[src/rv_pkg.sv]
`default_nettype none

package rv_pkg;

    localparam int xlen       = 32;
    localparam int reg_addr_w = 5;

    // ADDI x0, x0, 0
    localparam logic [xlen-1:0] nop_instr = 32'h0000_0013;

    // Major opcodes as encoded in the instruction word
    typedef enum logic [6:0] {
        op_rtype  = 7'b0110011,
        op_itype  = 7'b0010011,
        op_lui    = 7'b0110111,
        op_load   = 7'b0000011,
        op_store  = 7'b0100011,
        op_branch = 7'b1100011,
        op_jal    = 7'b1101111
    } opcode_e;

    typedef enum logic [2:0] {
        alu_add,
        alu_sub,
        alu_and,
        alu_or,
        alu_xor,
        alu_slt,
        alu_pass_b
    } alu_op_e;

    typedef enum logic [1:0] {
        fwd_none,
        fwd_ex,
        fwd_mem
    } fwd_sel_e;

    typedef enum logic [1:0] {
        wb_alu,
        wb_mem,
        wb_pc4
    } wb_sel_e;

endpackage

`default_nettype wire

[src/hazard_if.sv]
`timescale 1ns/100ps
`default_nettype none

interface hazard_if;
    import rv_pkg::*;

    // Instruction currently in EX
    logic [reg_addr_w-1:0] ex_rd;
    logic                  ex_wr_en;
    logic                  ex_is_load;
    logic [xlen-1:0]       ex_result;

    // Instruction currently in MEM
    logic [reg_addr_w-1:0] mem_rd;
    logic                  mem_wr_en;
    logic [xlen-1:0]       mem_result;

    modport ex_src (output ex_rd, ex_wr_en, ex_is_load, ex_result);
    modport mem_src (output mem_rd, mem_wr_en, mem_result);
    modport sink (
        input ex_rd, ex_wr_en, ex_is_load, ex_result,
        input mem_rd, mem_wr_en, mem_result
    );

endinterface

`default_nettype wire

[src/decode_stage.sv]
`timescale 1ns/100ps
`default_nettype none

module decode_stage (
    input  logic                          clk,
    input  logic                          arst_n,
    input  logic                          stall,
    input  logic                          flush,
    input  logic [rv_pkg::xlen-1:0]       id_pc,
    input  logic [rv_pkg::xlen-1:0]       id_instr,
    input  rv_pkg::fwd_sel_e              fwd_a,
    input  rv_pkg::fwd_sel_e              fwd_b,
    input  logic [rv_pkg::xlen-1:0]       rf_rdata1,
    input  logic [rv_pkg::xlen-1:0]       rf_rdata2,
    output logic [rv_pkg::reg_addr_w-1:0] rs1,
    output logic [rv_pkg::reg_addr_w-1:0] rs2,
    output logic [rv_pkg::xlen-1:0]       ex_pc,
    output logic [rv_pkg::xlen-1:0]       ex_a,
    output logic [rv_pkg::xlen-1:0]       ex_b,
    output logic [rv_pkg::xlen-1:0]       ex_imm,
    output logic [rv_pkg::reg_addr_w-1:0] ex_rd,
    output rv_pkg::alu_op_e               ex_alu_op,
    output rv_pkg::opcode_e               ex_opcode,
    output rv_pkg::wb_sel_e               ex_wb_sel,
    output logic                          ex_wr_en,
    output logic                          ex_use_imm,
    output logic [rv_pkg::xlen-1:0]       ex_store_data,
    hazard_if.sink                        haz
);
    import rv_pkg::*;

    logic [2:0]      funct3;
    opcode_e         opcode;
    opcode_e         d_opcode;
    alu_op_e         d_alu_op;
    wb_sel_e         d_wb_sel;
    logic            d_wr_en;
    logic            d_use_imm;
    logic [xlen-1:0] d_imm;
    logic [xlen-1:0] op_a;
    logic [xlen-1:0] op_b;

    // Shared funct3 map of R-type and I-type ALU ops
    function automatic alu_op_e alu_of(input logic [2:0] f3);
        case (f3)
            3'b010:  return alu_slt;
            3'b100:  return alu_xor;
            3'b110:  return alu_or;
            3'b111:  return alu_and;
            default: return alu_add;
        endcase
    endfunction

    assign rs1    = id_instr[19:15];
    assign rs2    = id_instr[24:20];
    assign funct3 = id_instr[14:12];
    assign opcode = opcode_e'(id_instr[6:0]);

    always_comb begin
        d_opcode  = opcode;
        d_alu_op  = alu_add;
        d_wb_sel  = wb_alu;
        d_wr_en   = 1'b0;
        d_use_imm = 1'b1;
        d_imm     = {{20{id_instr[31]}}, id_instr[31:20]};
        case (opcode)
            op_rtype: begin
                d_use_imm = 1'b0;
                d_wr_en   = 1'b1;
                d_alu_op  = (funct3 == 3'b000 && id_instr[30]) ? alu_sub : alu_of(funct3);
            end
            op_itype: begin
                d_wr_en  = 1'b1;
                d_alu_op = alu_of(funct3);
            end
            op_lui: begin
                d_wr_en  = 1'b1;
                d_alu_op = alu_pass_b;
                d_imm    = {id_instr[31:12], 12'b0};
            end
            op_load: begin
                d_wr_en  = 1'b1;
                d_wb_sel = wb_mem;
            end
            op_store: begin
                d_imm = {{20{id_instr[31]}}, id_instr[31:25], id_instr[11:7]};
            end
            op_branch: begin
                // BNE is flagged to execute as alu_xor, BEQ as alu_sub
                d_use_imm = 1'b0;
                d_alu_op  = funct3[0] ? alu_xor : alu_sub;
                d_imm     = {{19{id_instr[31]}}, id_instr[31], id_instr[7],
                             id_instr[30:25], id_instr[11:8], 1'b0};
            end
            op_jal: begin
                d_wr_en  = 1'b1;
                d_wb_sel = wb_pc4;
                d_imm    = {{11{id_instr[31]}}, id_instr[31], id_instr[19:12],
                            id_instr[20], id_instr[30:21], 1'b0};
            end
            // Unsupported encodings run as bubbles
            default: d_opcode = op_itype;
        endcase
    end

    // Operand forwarding
    assign op_a = (fwd_a == fwd_ex)  ? haz.ex_result :
                  (fwd_a == fwd_mem) ? haz.mem_result : rf_rdata1;
    assign op_b = (fwd_b == fwd_ex)  ? haz.ex_result :
                  (fwd_b == fwd_mem) ? haz.mem_result : rf_rdata2;

    // ID/EX control
    always_ff @(posedge clk or negedge arst_n) begin
        if (!arst_n) begin
            ex_opcode  <= op_itype;
            ex_alu_op  <= alu_add;
            ex_wb_sel  <= wb_alu;
            ex_wr_en   <= 1'b0;
            ex_use_imm <= 1'b1;
            ex_rd      <= '0;
        end else if (stall || flush) begin
            ex_opcode  <= op_itype;
            ex_alu_op  <= alu_add;
            ex_wb_sel  <= wb_alu;
            ex_wr_en   <= 1'b0;
            ex_use_imm <= 1'b1;
            ex_rd      <= '0;
        end else begin
            ex_opcode  <= d_opcode;
            ex_alu_op  <= d_alu_op;
            ex_wb_sel  <= d_wb_sel;
            ex_wr_en   <= d_wr_en;
            ex_use_imm <= d_use_imm;
            ex_rd      <= id_instr[11:7];
        end
    end

    // ID/EX payload
    always_ff @(posedge clk) begin
        ex_pc         <= id_pc;
        ex_a          <= op_a;
        ex_b          <= op_b;
        ex_imm        <= d_imm;
        ex_store_data <= op_b;
    end

endmodule

`default_nettype wire

[src/execute_stage.sv]
`timescale 1ns/100ps
`default_nettype none

module execute_stage (
    input  logic                          clk,
    input  logic                          arst_n,
    input  logic [rv_pkg::xlen-1:0]       ex_pc,
    input  logic [rv_pkg::xlen-1:0]       ex_a,
    input  logic [rv_pkg::xlen-1:0]       ex_b,
    input  logic [rv_pkg::xlen-1:0]       ex_imm,
    input  logic [rv_pkg::reg_addr_w-1:0] ex_rd,
    input  rv_pkg::alu_op_e               ex_alu_op,
    input  rv_pkg::opcode_e               ex_opcode,
    input  rv_pkg::wb_sel_e               ex_wb_sel,
    input  logic                          ex_wr_en,
    input  logic                          ex_use_imm,
    input  logic [rv_pkg::xlen-1:0]       ex_store_data,
    output logic                          take_branch,
    output logic [rv_pkg::xlen-1:0]       branch_target,
    output logic [rv_pkg::xlen-1:0]       mem_result_alu,
    output logic [rv_pkg::xlen-1:0]       mem_store_data,
    output logic [rv_pkg::reg_addr_w-1:0] mem_rd,
    output rv_pkg::opcode_e               mem_opcode,
    output rv_pkg::wb_sel_e               mem_wb_sel,
    output logic                          mem_wr_en,
    output logic [rv_pkg::xlen-1:0]       mem_pc4,
    hazard_if.ex_src                      haz
);
    import rv_pkg::*;

    logic [xlen-1:0] alu_b;
    logic [xlen-1:0] alu_y;
    logic [xlen-1:0] pc4;
    logic            eq;

    assign alu_b = ex_use_imm ? ex_imm : ex_b;

    always_comb begin
        case (ex_alu_op)
            alu_sub:    alu_y = ex_a - alu_b;
            alu_and:    alu_y = ex_a & alu_b;
            alu_or:     alu_y = ex_a | alu_b;
            alu_xor:    alu_y = ex_a ^ alu_b;
            alu_slt:    alu_y = {{(xlen-1){1'b0}}, $signed(ex_a) < $signed(alu_b)};
            alu_pass_b: alu_y = alu_b;
            default:    alu_y = ex_a + alu_b;
        endcase
    end

    assign pc4 = ex_pc + xlen'(4);
    assign eq  = (ex_a == ex_b);

    // Branch resolution, BNE carries alu_xor
    always_comb begin
        case (ex_opcode)
            op_jal:    take_branch = 1'b1;
            op_branch: take_branch = (ex_alu_op == alu_xor) ? !eq : eq;
            default:   take_branch = 1'b0;
        endcase
    end

    assign branch_target = ex_pc + ex_imm;

    assign haz.ex_rd      = ex_rd;
    assign haz.ex_wr_en   = ex_wr_en;
    assign haz.ex_is_load = (ex_opcode == op_load);
    assign haz.ex_result  = (ex_wb_sel == wb_pc4) ? pc4 : alu_y;

    // EX/MEM control
    always_ff @(posedge clk or negedge arst_n) begin
        if (!arst_n) begin
            mem_opcode <= op_itype;
            mem_wb_sel <= wb_alu;
            mem_wr_en  <= 1'b0;
            mem_rd     <= '0;
        end else begin
            mem_opcode <= ex_opcode;
            mem_wb_sel <= ex_wb_sel;
            mem_wr_en  <= ex_wr_en;
            mem_rd     <= ex_rd;
        end
    end

    // EX/MEM payload
    always_ff @(posedge clk) begin
        mem_result_alu <= alu_y;
        mem_store_data <= ex_store_data;
        mem_pc4        <= pc4;
    end

    // ID/EX resets to a bubble, so no redirect while in reset
    a_no_branch_in_reset: assert property (
        @(posedge clk) !arst_n |-> !take_branch
    );

endmodule

`default_nettype wire

[src/fetch_stage.sv]
`timescale 1ns/100ps
`default_nettype none

module fetch_stage (
    input  logic                    clk,
    input  logic                    arst_n,
    input  logic                    stall,
    input  logic                    flush,
    input  logic                    take_branch,
    input  logic [rv_pkg::xlen-1:0] branch_target,
    input  logic [rv_pkg::xlen-1:0] imem_data,
    output logic [rv_pkg::xlen-1:0] imem_addr,
    output logic [rv_pkg::xlen-1:0] id_pc,
    output logic [rv_pkg::xlen-1:0] id_instr
);
    import rv_pkg::*;

    logic [xlen-1:0] pc;

    // Redirect from EX wins over a load-use hold
    always_ff @(posedge clk or negedge arst_n) begin
        if (!arst_n) begin
            pc <= '0;
        end else if (take_branch) begin
            pc <= branch_target;
        end else if (!stall) begin
            pc <= pc + xlen'(4);
        end
    end

    assign imem_addr = pc;

    // IF/ID instruction, squashed to a NOP on flush
    always_ff @(posedge clk or negedge arst_n) begin
        if (!arst_n) begin
            id_instr <= nop_instr;
        end else if (flush) begin
            id_instr <= nop_instr;
        end else if (!stall) begin
            id_instr <= imem_data;
        end
    end

    always_ff @(posedge clk) begin
        if (!stall) begin
            id_pc <= pc;
        end
    end

    // Hazard unit must let a flush override the stall
    a_no_stall_on_flush: assert property (
        @(posedge clk) disable iff (!arst_n) !(stall && flush)
    );

endmodule

`default_nettype wire

[src/hazard_unit.sv]
`timescale 1ns/100ps
`default_nettype none

module hazard_unit (
    input  logic [rv_pkg::reg_addr_w-1:0] rs1,
    input  logic [rv_pkg::reg_addr_w-1:0] rs2,
    input  rv_pkg::opcode_e               id_opcode,
    input  logic                          take_branch,
    hazard_if.sink                        haz,
    output rv_pkg::fwd_sel_e              fwd_a,
    output rv_pkg::fwd_sel_e              fwd_b,
    output logic                          stall,
    output logic                          flush
);
    import rv_pkg::*;

    logic use_rs1;
    logic use_rs2;
    logic load_use;

    // Youngest producer wins, x0 never forwarded
    function automatic fwd_sel_e pick_fwd(
        input logic [reg_addr_w-1:0] rs,
        input logic [reg_addr_w-1:0] ex_rd,
        input logic                  ex_wr_en,
        input logic [reg_addr_w-1:0] mem_rd,
        input logic                  mem_wr_en
    );
        if (rs == '0) return fwd_none;
        if (ex_wr_en && ex_rd == rs) return fwd_ex;
        if (mem_wr_en && mem_rd == rs) return fwd_mem;
        return fwd_none;
    endfunction

    // Source registers actually read by the ID instruction
    always_comb begin
        use_rs1 = 1'b0;
        use_rs2 = 1'b0;
        case (id_opcode)
            op_rtype, op_store, op_branch: begin
                use_rs1 = 1'b1;
                use_rs2 = 1'b1;
            end
            op_itype, op_load: use_rs1 = 1'b1;
            default: ;
        endcase
    end

    assign fwd_a = pick_fwd(rs1, haz.ex_rd, haz.ex_wr_en, haz.mem_rd, haz.mem_wr_en);
    assign fwd_b = pick_fwd(rs2, haz.ex_rd, haz.ex_wr_en, haz.mem_rd, haz.mem_wr_en);

    // Load data only exists once the load reaches MEM
    assign load_use = haz.ex_is_load && haz.ex_wr_en && haz.ex_rd != '0 &&
                      ((use_rs1 && haz.ex_rd == rs1) || (use_rs2 && haz.ex_rd == rs2));

    assign flush = take_branch;
    assign stall = load_use && !take_branch;

endmodule

`default_nettype wire

[src/mem_wb_stage.sv]
`timescale 1ns/100ps
`default_nettype none

module mem_wb_stage (
    input  logic                          clk,
    input  logic                          arst_n,
    input  logic [rv_pkg::xlen-1:0]       mem_result_alu,
    input  logic [rv_pkg::xlen-1:0]       mem_store_data,
    input  logic [rv_pkg::reg_addr_w-1:0] mem_rd,
    input  rv_pkg::opcode_e               mem_opcode,
    input  rv_pkg::wb_sel_e               mem_wb_sel,
    input  logic                          mem_wr_en,
    input  logic [rv_pkg::xlen-1:0]       mem_pc4,
    input  logic [rv_pkg::xlen-1:0]       dmem_rdata,
    output logic                          dmem_req,
    output logic                          dmem_we,
    output logic [rv_pkg::xlen-1:0]       dmem_addr,
    output logic [rv_pkg::xlen-1:0]       dmem_wdata,
    output logic                          wb_en,
    output logic [rv_pkg::reg_addr_w-1:0] wb_addr,
    output logic [rv_pkg::xlen-1:0]       wb_data,
    hazard_if.mem_src                     haz
);
    import rv_pkg::*;

    wb_sel_e         wb_sel;
    logic [xlen-1:0] load_q;
    logic [xlen-1:0] alu_q;
    logic [xlen-1:0] pc4_q;

    function automatic logic [xlen-1:0] wb_pick(
        input wb_sel_e         sel,
        input logic [xlen-1:0] load,
        input logic [xlen-1:0] alu,
        input logic [xlen-1:0] pc4
    );
        case (sel)
            wb_mem:  return load;
            wb_pc4:  return pc4;
            default: return alu;
        endcase
    endfunction

    // Word accesses only, address from the ALU
    assign dmem_req   = (mem_opcode == op_load) || (mem_opcode == op_store);
    assign dmem_we    = (mem_opcode == op_store);
    assign dmem_addr  = mem_result_alu;
    assign dmem_wdata = mem_store_data;

    assign haz.mem_rd     = mem_rd;
    assign haz.mem_wr_en  = mem_wr_en;
    assign haz.mem_result = wb_pick(mem_wb_sel, dmem_rdata, mem_result_alu, mem_pc4);

    // MEM/WB control
    always_ff @(posedge clk or negedge arst_n) begin
        if (!arst_n) begin
            wb_en   <= 1'b0;
            wb_addr <= '0;
            wb_sel  <= wb_alu;
        end else begin
            wb_en   <= mem_wr_en;
            wb_addr <= mem_rd;
            wb_sel  <= mem_wb_sel;
        end
    end

    // MEM/WB payload
    always_ff @(posedge clk) begin
        load_q <= dmem_rdata;
        alu_q  <= mem_result_alu;
        pc4_q  <= mem_pc4;
    end

    assign wb_data = wb_pick(wb_sel, load_q, alu_q, pc4_q);

    a_we_needs_req: assert property (
        @(posedge clk) disable iff (!arst_n) dmem_we |-> dmem_req
    );

    // A store reaching WB never writes the register file
    a_store_no_writeback: assert property (
        @(posedge clk) disable iff (!arst_n) dmem_we |=> !wb_en
    );

endmodule

`default_nettype wire

[src/reg_file.sv]
`timescale 1ns/100ps
`default_nettype none

module reg_file (
    input  logic                          clk,
    input  logic                          arst_n,
    input  logic [rv_pkg::reg_addr_w-1:0] rs1,
    input  logic [rv_pkg::reg_addr_w-1:0] rs2,
    input  logic                          wb_en,
    input  logic [rv_pkg::reg_addr_w-1:0] wb_addr,
    input  logic [rv_pkg::xlen-1:0]       wb_data,
    output logic [rv_pkg::xlen-1:0]       rf_rdata1,
    output logic [rv_pkg::xlen-1:0]       rf_rdata2
);
    import rv_pkg::*;

    logic [xlen-1:0] regs [1 << reg_addr_w];

    always_ff @(posedge clk or negedge arst_n) begin
        if (!arst_n) begin
            for (int i = 0; i < (1 << reg_addr_w); i++) begin
                regs[i] <= '0;
            end
        end else if (wb_en && wb_addr != '0) begin
            regs[wb_addr] <= wb_data;
        end
    end

    // x0 reads zero, WB write bypasses to ID in the same cycle
    assign rf_rdata1 = (rs1 == '0) ? '0 :
                       (wb_en && wb_addr == rs1) ? wb_data : regs[rs1];
    assign rf_rdata2 = (rs2 == '0) ? '0 :
                       (wb_en && wb_addr == rs2) ? wb_data : regs[rs2];

endmodule

`default_nettype wire

[src/rv_core_top.sv]
`timescale 1ns/100ps
`default_nettype none

module rv_core_top (
    input  logic                    clk,
    input  logic                    arst_n,
    output logic [rv_pkg::xlen-1:0] imem_addr,
    input  logic [rv_pkg::xlen-1:0] imem_data,
    output logic                    dmem_req,
    output logic                    dmem_we,
    output logic [rv_pkg::xlen-1:0] dmem_addr,
    output logic [rv_pkg::xlen-1:0] dmem_wdata,
    input  logic [rv_pkg::xlen-1:0] dmem_rdata
);
    import rv_pkg::*;

    // Hazard control
    logic            stall;
    logic            flush;
    fwd_sel_e        fwd_a;
    fwd_sel_e        fwd_b;
    logic            take_branch;
    logic [xlen-1:0] branch_target;

    // IF/ID and register file read side
    logic [xlen-1:0]       id_pc;
    logic [xlen-1:0]       id_instr;
    opcode_e               id_opcode;
    logic [reg_addr_w-1:0] rs1;
    logic [reg_addr_w-1:0] rs2;
    logic [xlen-1:0]       rf_rdata1;
    logic [xlen-1:0]       rf_rdata2;

    // ID/EX
    logic [xlen-1:0]       ex_pc;
    logic [xlen-1:0]       ex_a;
    logic [xlen-1:0]       ex_b;
    logic [xlen-1:0]       ex_imm;
    logic [reg_addr_w-1:0] ex_rd;
    alu_op_e               ex_alu_op;
    opcode_e               ex_opcode;
    wb_sel_e               ex_wb_sel;
    logic                  ex_wr_en;
    logic                  ex_use_imm;
    logic [xlen-1:0]       ex_store_data;

    // EX/MEM
    logic [xlen-1:0]       mem_result_alu;
    logic [xlen-1:0]       mem_store_data;
    logic [reg_addr_w-1:0] mem_rd;
    opcode_e               mem_opcode;
    wb_sel_e               mem_wb_sel;
    logic                  mem_wr_en;
    logic [xlen-1:0]       mem_pc4;

    // Register file write port from MEM/WB
    logic                  wb_en;
    logic [reg_addr_w-1:0] wb_addr;
    logic [xlen-1:0]       wb_data;

    hazard_if haz ();

    // Opcode of the ID instruction for load-use detection
    assign id_opcode = opcode_e'(id_instr[6:0]);

    fetch_stage fetch_stage_inst (.*);

    decode_stage decode_stage_inst (.*);

    reg_file reg_file_inst (.*);

    hazard_unit hazard_unit_inst (.*);

    execute_stage execute_stage_inst (.*);

    mem_wb_stage mem_wb_stage_inst (.*);

endmodule

`default_nettype wire

[config.mk]
export PLATFORM = sky130hd
export DESIGN_NAME = rv_core_top
export DESIGN_NICKNAME = d
export VERILOG_FILES = /design/src/rv_pkg.sv /design/src/hazard_if.sv /design/src/decode_stage.sv /design/src/execute_stage.sv /design/src/fetch_stage.sv /design/src/hazard_unit.sv /design/src/mem_wb_stage.sv /design/src/reg_file.sv /design/src/rv_core_top.sv
export SDC_FILE = /design/constraint.sdc
export NUM_CORES = 2
export LEC_CHECK = 0
export ABC_AREA = 1
export BUFFER_PORTS_ARGS = -buffer_cell sky130_fd_sc_hd__buf_2
export CORE_ASPECT_RATIO = 1.1
export CORE_MARGIN = 10
export CORE_UTILIZATION = 40
export DETAILED_ROUTE_END_ITERATION = 10
export HOLD_SLACK_MARGIN = 0.08
export PLACE_DENSITY_LB_ADDON = 0.25
export SYNTH_ARGS = -nofsm -noshare
export SYNTH_HDL_FRONTEND = slang
export SYNTH_SLANG_ARGS = --single-unit
[constraint.sdc]
create_clock -name clk -period 2.8 [get_ports clk]
set_input_delay 0.28 -clock clk [delete_from_list [all_inputs] [get_ports clk]]
set_output_delay 0.28 -clock clk [all_outputs]
set_load 0.01 [all_outputs]
==> out/qor.yml <==
status: "finished with violations"
violations: "setup timing"
fin_hold_ws_ps: 156.4
finalSetupViolations: 69
syn_inst: 11200
drcViolationCount: 0
intPower_uw: 41420
rsz0062_at_grt: "yes"
p_per_area_nw_per_um2: 601.4
synthXorXnorAreaFrac_pct: 1.147
maxCapViolCount: 0
yosysMostFrequentCell: "nand2_1"
ir_worst_vdd_v: 0.0005402
yosysTopAreaCellShare_pct: 34.00
synthTopCellsByCount: "nand2_1, o21ai_0, a21oi_1, dfrtp_1, inv_1"
synth_area_leaders: "dfrtp_1, o21ai_0, nand2_1"
hpwl_um: 268900
comb_power_share_pct: 25.0
grt_max_degree: 117
grt_pass1_vias: 82000
synthSimpleGateAreaFrac_pct: 19.97
cp-end-kind: "flop"
crit_fanout: 5
die_y_um: 496.1
row_count: 174
synth_mux_area_share_pct: 1.351
ys.flop_type: "dfrtp_1"
area_growth_pct: 26.63
drive_above_1_share_pct: 20.45
finalSetupTns_ps: -9821
first_iter_violations: 10520
synth-edff-count: 32
first_pass_iters: 6
ant_nets: 0
gr-total-overflow: 0
ys_ff_latch: 1482
root_buffer: "clkbuf_16"
yosysSeqAreaShare_pct: 43.25
avgSynthCellArea_sq_um: 7.363
pwr-share-clk_pct: 36.6
yosysWarnings: 0
antenna_found_initial: 25
die_area_sq_um: 224700
finalCritPeriodShare_pct: 108.4
switching_share_pct: 34.02
cp_data_arrival_time_ps: 3840
yosys.cell_types.count: 59
initial_core_util_pct: 40.28
grt_usage_pct: 33.83
finalHoldViolations: 0
grt_first_pass_wirelength_um: 565600
tightest_slew_ps: 1081
crit_type: "flop to flop"
worst_ep_required_time_ps: 3610
cts_buffers: 168
cts_max_level: 4
hp-class: "input port to flop"
synth_top_family_by_area: "compound AO/OA/AOI/OAI gates"
seq_power_share_pct: 38.4
drt-total-wl_um: 393900
synthAdderAreaFrac_pct: 2.137
dr_total_vias: 85830
port_buffers: 163
maxSlewViolCount: 0
fmax_ghz: 0.3295
place_congestion: 1.003
dp_slack_ps: -922.0
slew_headroom_pct: 27.24
crit_path_start_kind: "flop"
min_period_ps: 3035
die_x_um: 452.9
async_flop_share_pct: 76.25
syn_area_sq_um: 82440
p_leak_uw: 0.04733
clock_sinks: 1482
clk_pin_slew_worst_paths_ps: 70
wl_per_cell_um: 26.64
fin_skew_ps: 49.40
cts_tree: "built"
final_net_count: 12110
clock_path_buffers: 3
setup_slack_ps: -235.3
worstSkewPairLatency_ps: 880
synth_compound_gate_area_share_pct: 22.66
viasPerCell: 5.805
power_switching_uw: 21360
num_io_pins: 164
core_area_sq_um: 204600
synth_top_area_cell: "dfrtp_1"
==> what timing repair did <==
action	CTS	global route
gates cloned	4	0
endpoints found under the setup margin	121	126
hold buffers	66	0
pin swaps	112	145
hold endpoints to repair	1098	0
buffers inserted	63	33
gates resized for setup	594	324
==> power by group through the flow <==
stage | sequential (uW) | combinational, uW | clock, uW
after detailed placement | 24400 | 13700 | 0
after global routing | 24200 | 16700 | 24000
after global placement | 24400 | 13600 | 0
final | 24100 | 15700 | 23000
after CTS | 24000 | 14800 | 23200
after floorplan | 23900 | 6520 | 0
==> through the flow <==
stage	util, %	std cells	power, uW	instance area, sq um
final	51.01	14790	62780	104400
after global placement	45.93	14310	38030	94000
after floorplan	-	11200	30440	82450
after detailed placement	45.93	14310	38090	94000
after CTS	50.35	14750	62110	103000
after global routing	51.00	14770	64870	104400
==> state kept, by name, indices dropped and copies added (netlist names), 32 cells and up <==
name / cells
decode_stage_inst.ex_pc: 32
fetch_stage_inst.imem_addr: 32
decode_stage_inst.ex_a: 32
reg_file_inst.regs: 1024
fetch_stage_inst.id_pc: 32
mem_wb_stage_inst.load_q: 32
execute_stage_inst.mem_store_data: 32
mem_wb_stage_inst.alu_q: 32
execute_stage_inst.mem_result_alu: 32
execute_stage_inst.mem_pc4: 32
decode_stage_inst.ex_imm: 32
fetch_stage_inst.id_instr: 32
mem_wb_stage_inst.pc4_q: 32
decode_stage_inst.ex_b: 32
==> critical path: stages (launching register included) <==
cell and delay (ps):
dfstp_2 600, buf_4 150, buf_16 120, o21ai_4 70, inv_2 90, buf_6 110
ha_4 140, inv_4 40, fa_2 360, inv_2 80, buf_4 100, nand4_1 110
nand2_2 170, nand2_2 90, nand2_4 130, buf_6 110, xor2_1 130, nand2_1 90
nand4_1 120, nand3_1 90, nand2_1 90
==> per-layer routing <==
metal | share of wire, % | vias to the layer above | track usage (%)
li1 | - | 38780 | -
met1 | 40 | 40900 | 43.60
met2 | 43 | 4928 | 51.63
met3 | 9.6 | 1212 | 7.161
met4 | 7.5 | 8 | 21.36
met5 | 0.014 | - | 0
==> cells by family after synthesis <==
family,after synthesis
other,1
and+or+nand+nor,3893
muxes,99
DFF,1482
buffers and inverters,1940
AOI/OAI and AO/OA,3535
xor gates and xnor gates,108
adders and majority gates,139
==> final timing paths <==
kind	from	endpoint	slack (ps)	cells after the start
max	decode_stage_inst.ex_use_imm	decode_stage_inst.ex_a[14]	-240	20
min	dmem_rdata[22]	mem_wb_stage_inst.load_q[22]	160	2
max reg2reg	decode_stage_inst.ex_use_imm	decode_stage_inst.ex_a[14]	-240	20
min reg2reg	fetch_stage_inst.id_pc[25]	decode_stage_inst.ex_pc[25]	330	0
max in group asynchronous	arst_n	reg_file_inst.regs[820]	1810	4
min in group asynchronous	arst_n	reg_file_inst.regs[936]	210	3
==> final cells by class <==
cell class | instances | area (sq um)
Inverter | 1072 | 4099
Timing Repair Buffer | 1405 | 13390
Antenna cell | 12 | 30.03
Sequential cell | 1482 | 35700
Fill cell | 19820 | 100300
Tap cell | 2728 | 3413
Clock buffer | 248 | 4947
Clock inverter | 62 | 704.4
Multi-Input combinational cell | 7776 | 42110
==> cells in the final DEF, fill, tap and decap left out, types with 37 or more instances in the layout <==
| master | Yosys | layout |
|---|---|---|
| a21oi_1 | 1420 | 1374 |
| buf_12 | 0 | 222 |
| buf_2 | 311 | 162 |
| buf_4 | 30 | 882 |
| buf_6 | 3 | 69 |
| clkbuf_1 | 440 | 38 |
| clkbuf_16 | 0 | 170 |
| clkbuf_8 | 0 | 40 |
| dfrtp_1 | 1120 | 1110 |
| dfxtp_1 | 320 | 313 |
| dlygate4sd3_1 | 0 | 65 |
| ha_1 | 136 | 89 |
| ha_4 | 0 | 37 |
| inv_1 | 1042 | 959 |
| inv_2 | 16 | 81 |
| mux2_2 | 98 | 98 |
| nand2_1 | 2079 | 1840 |
| nand2_2 | 3 | 185 |
| nand2_4 | 0 | 55 |
| nand3_1 | 1018 | 941 |
| nand3_2 | 1 | 67 |
| nand4_1 | 67 | 67 |
| nor2_1 | 568 | 484 |
| nor2_2 | 20 | 37 |
| nor2_4 | 2 | 69 |
| o211ai_1 | 77 | 77 |
| o21a_1 | 124 | 124 |
| o21ai_0 | 1714 | 1674 |
| o21ai_1 | 25 | 45 |
| o22ai_1 | 38 | 38 |
| xor2_1 | 72 | 71 |
No activity file was read; power rests on OpenSTA's default activity.
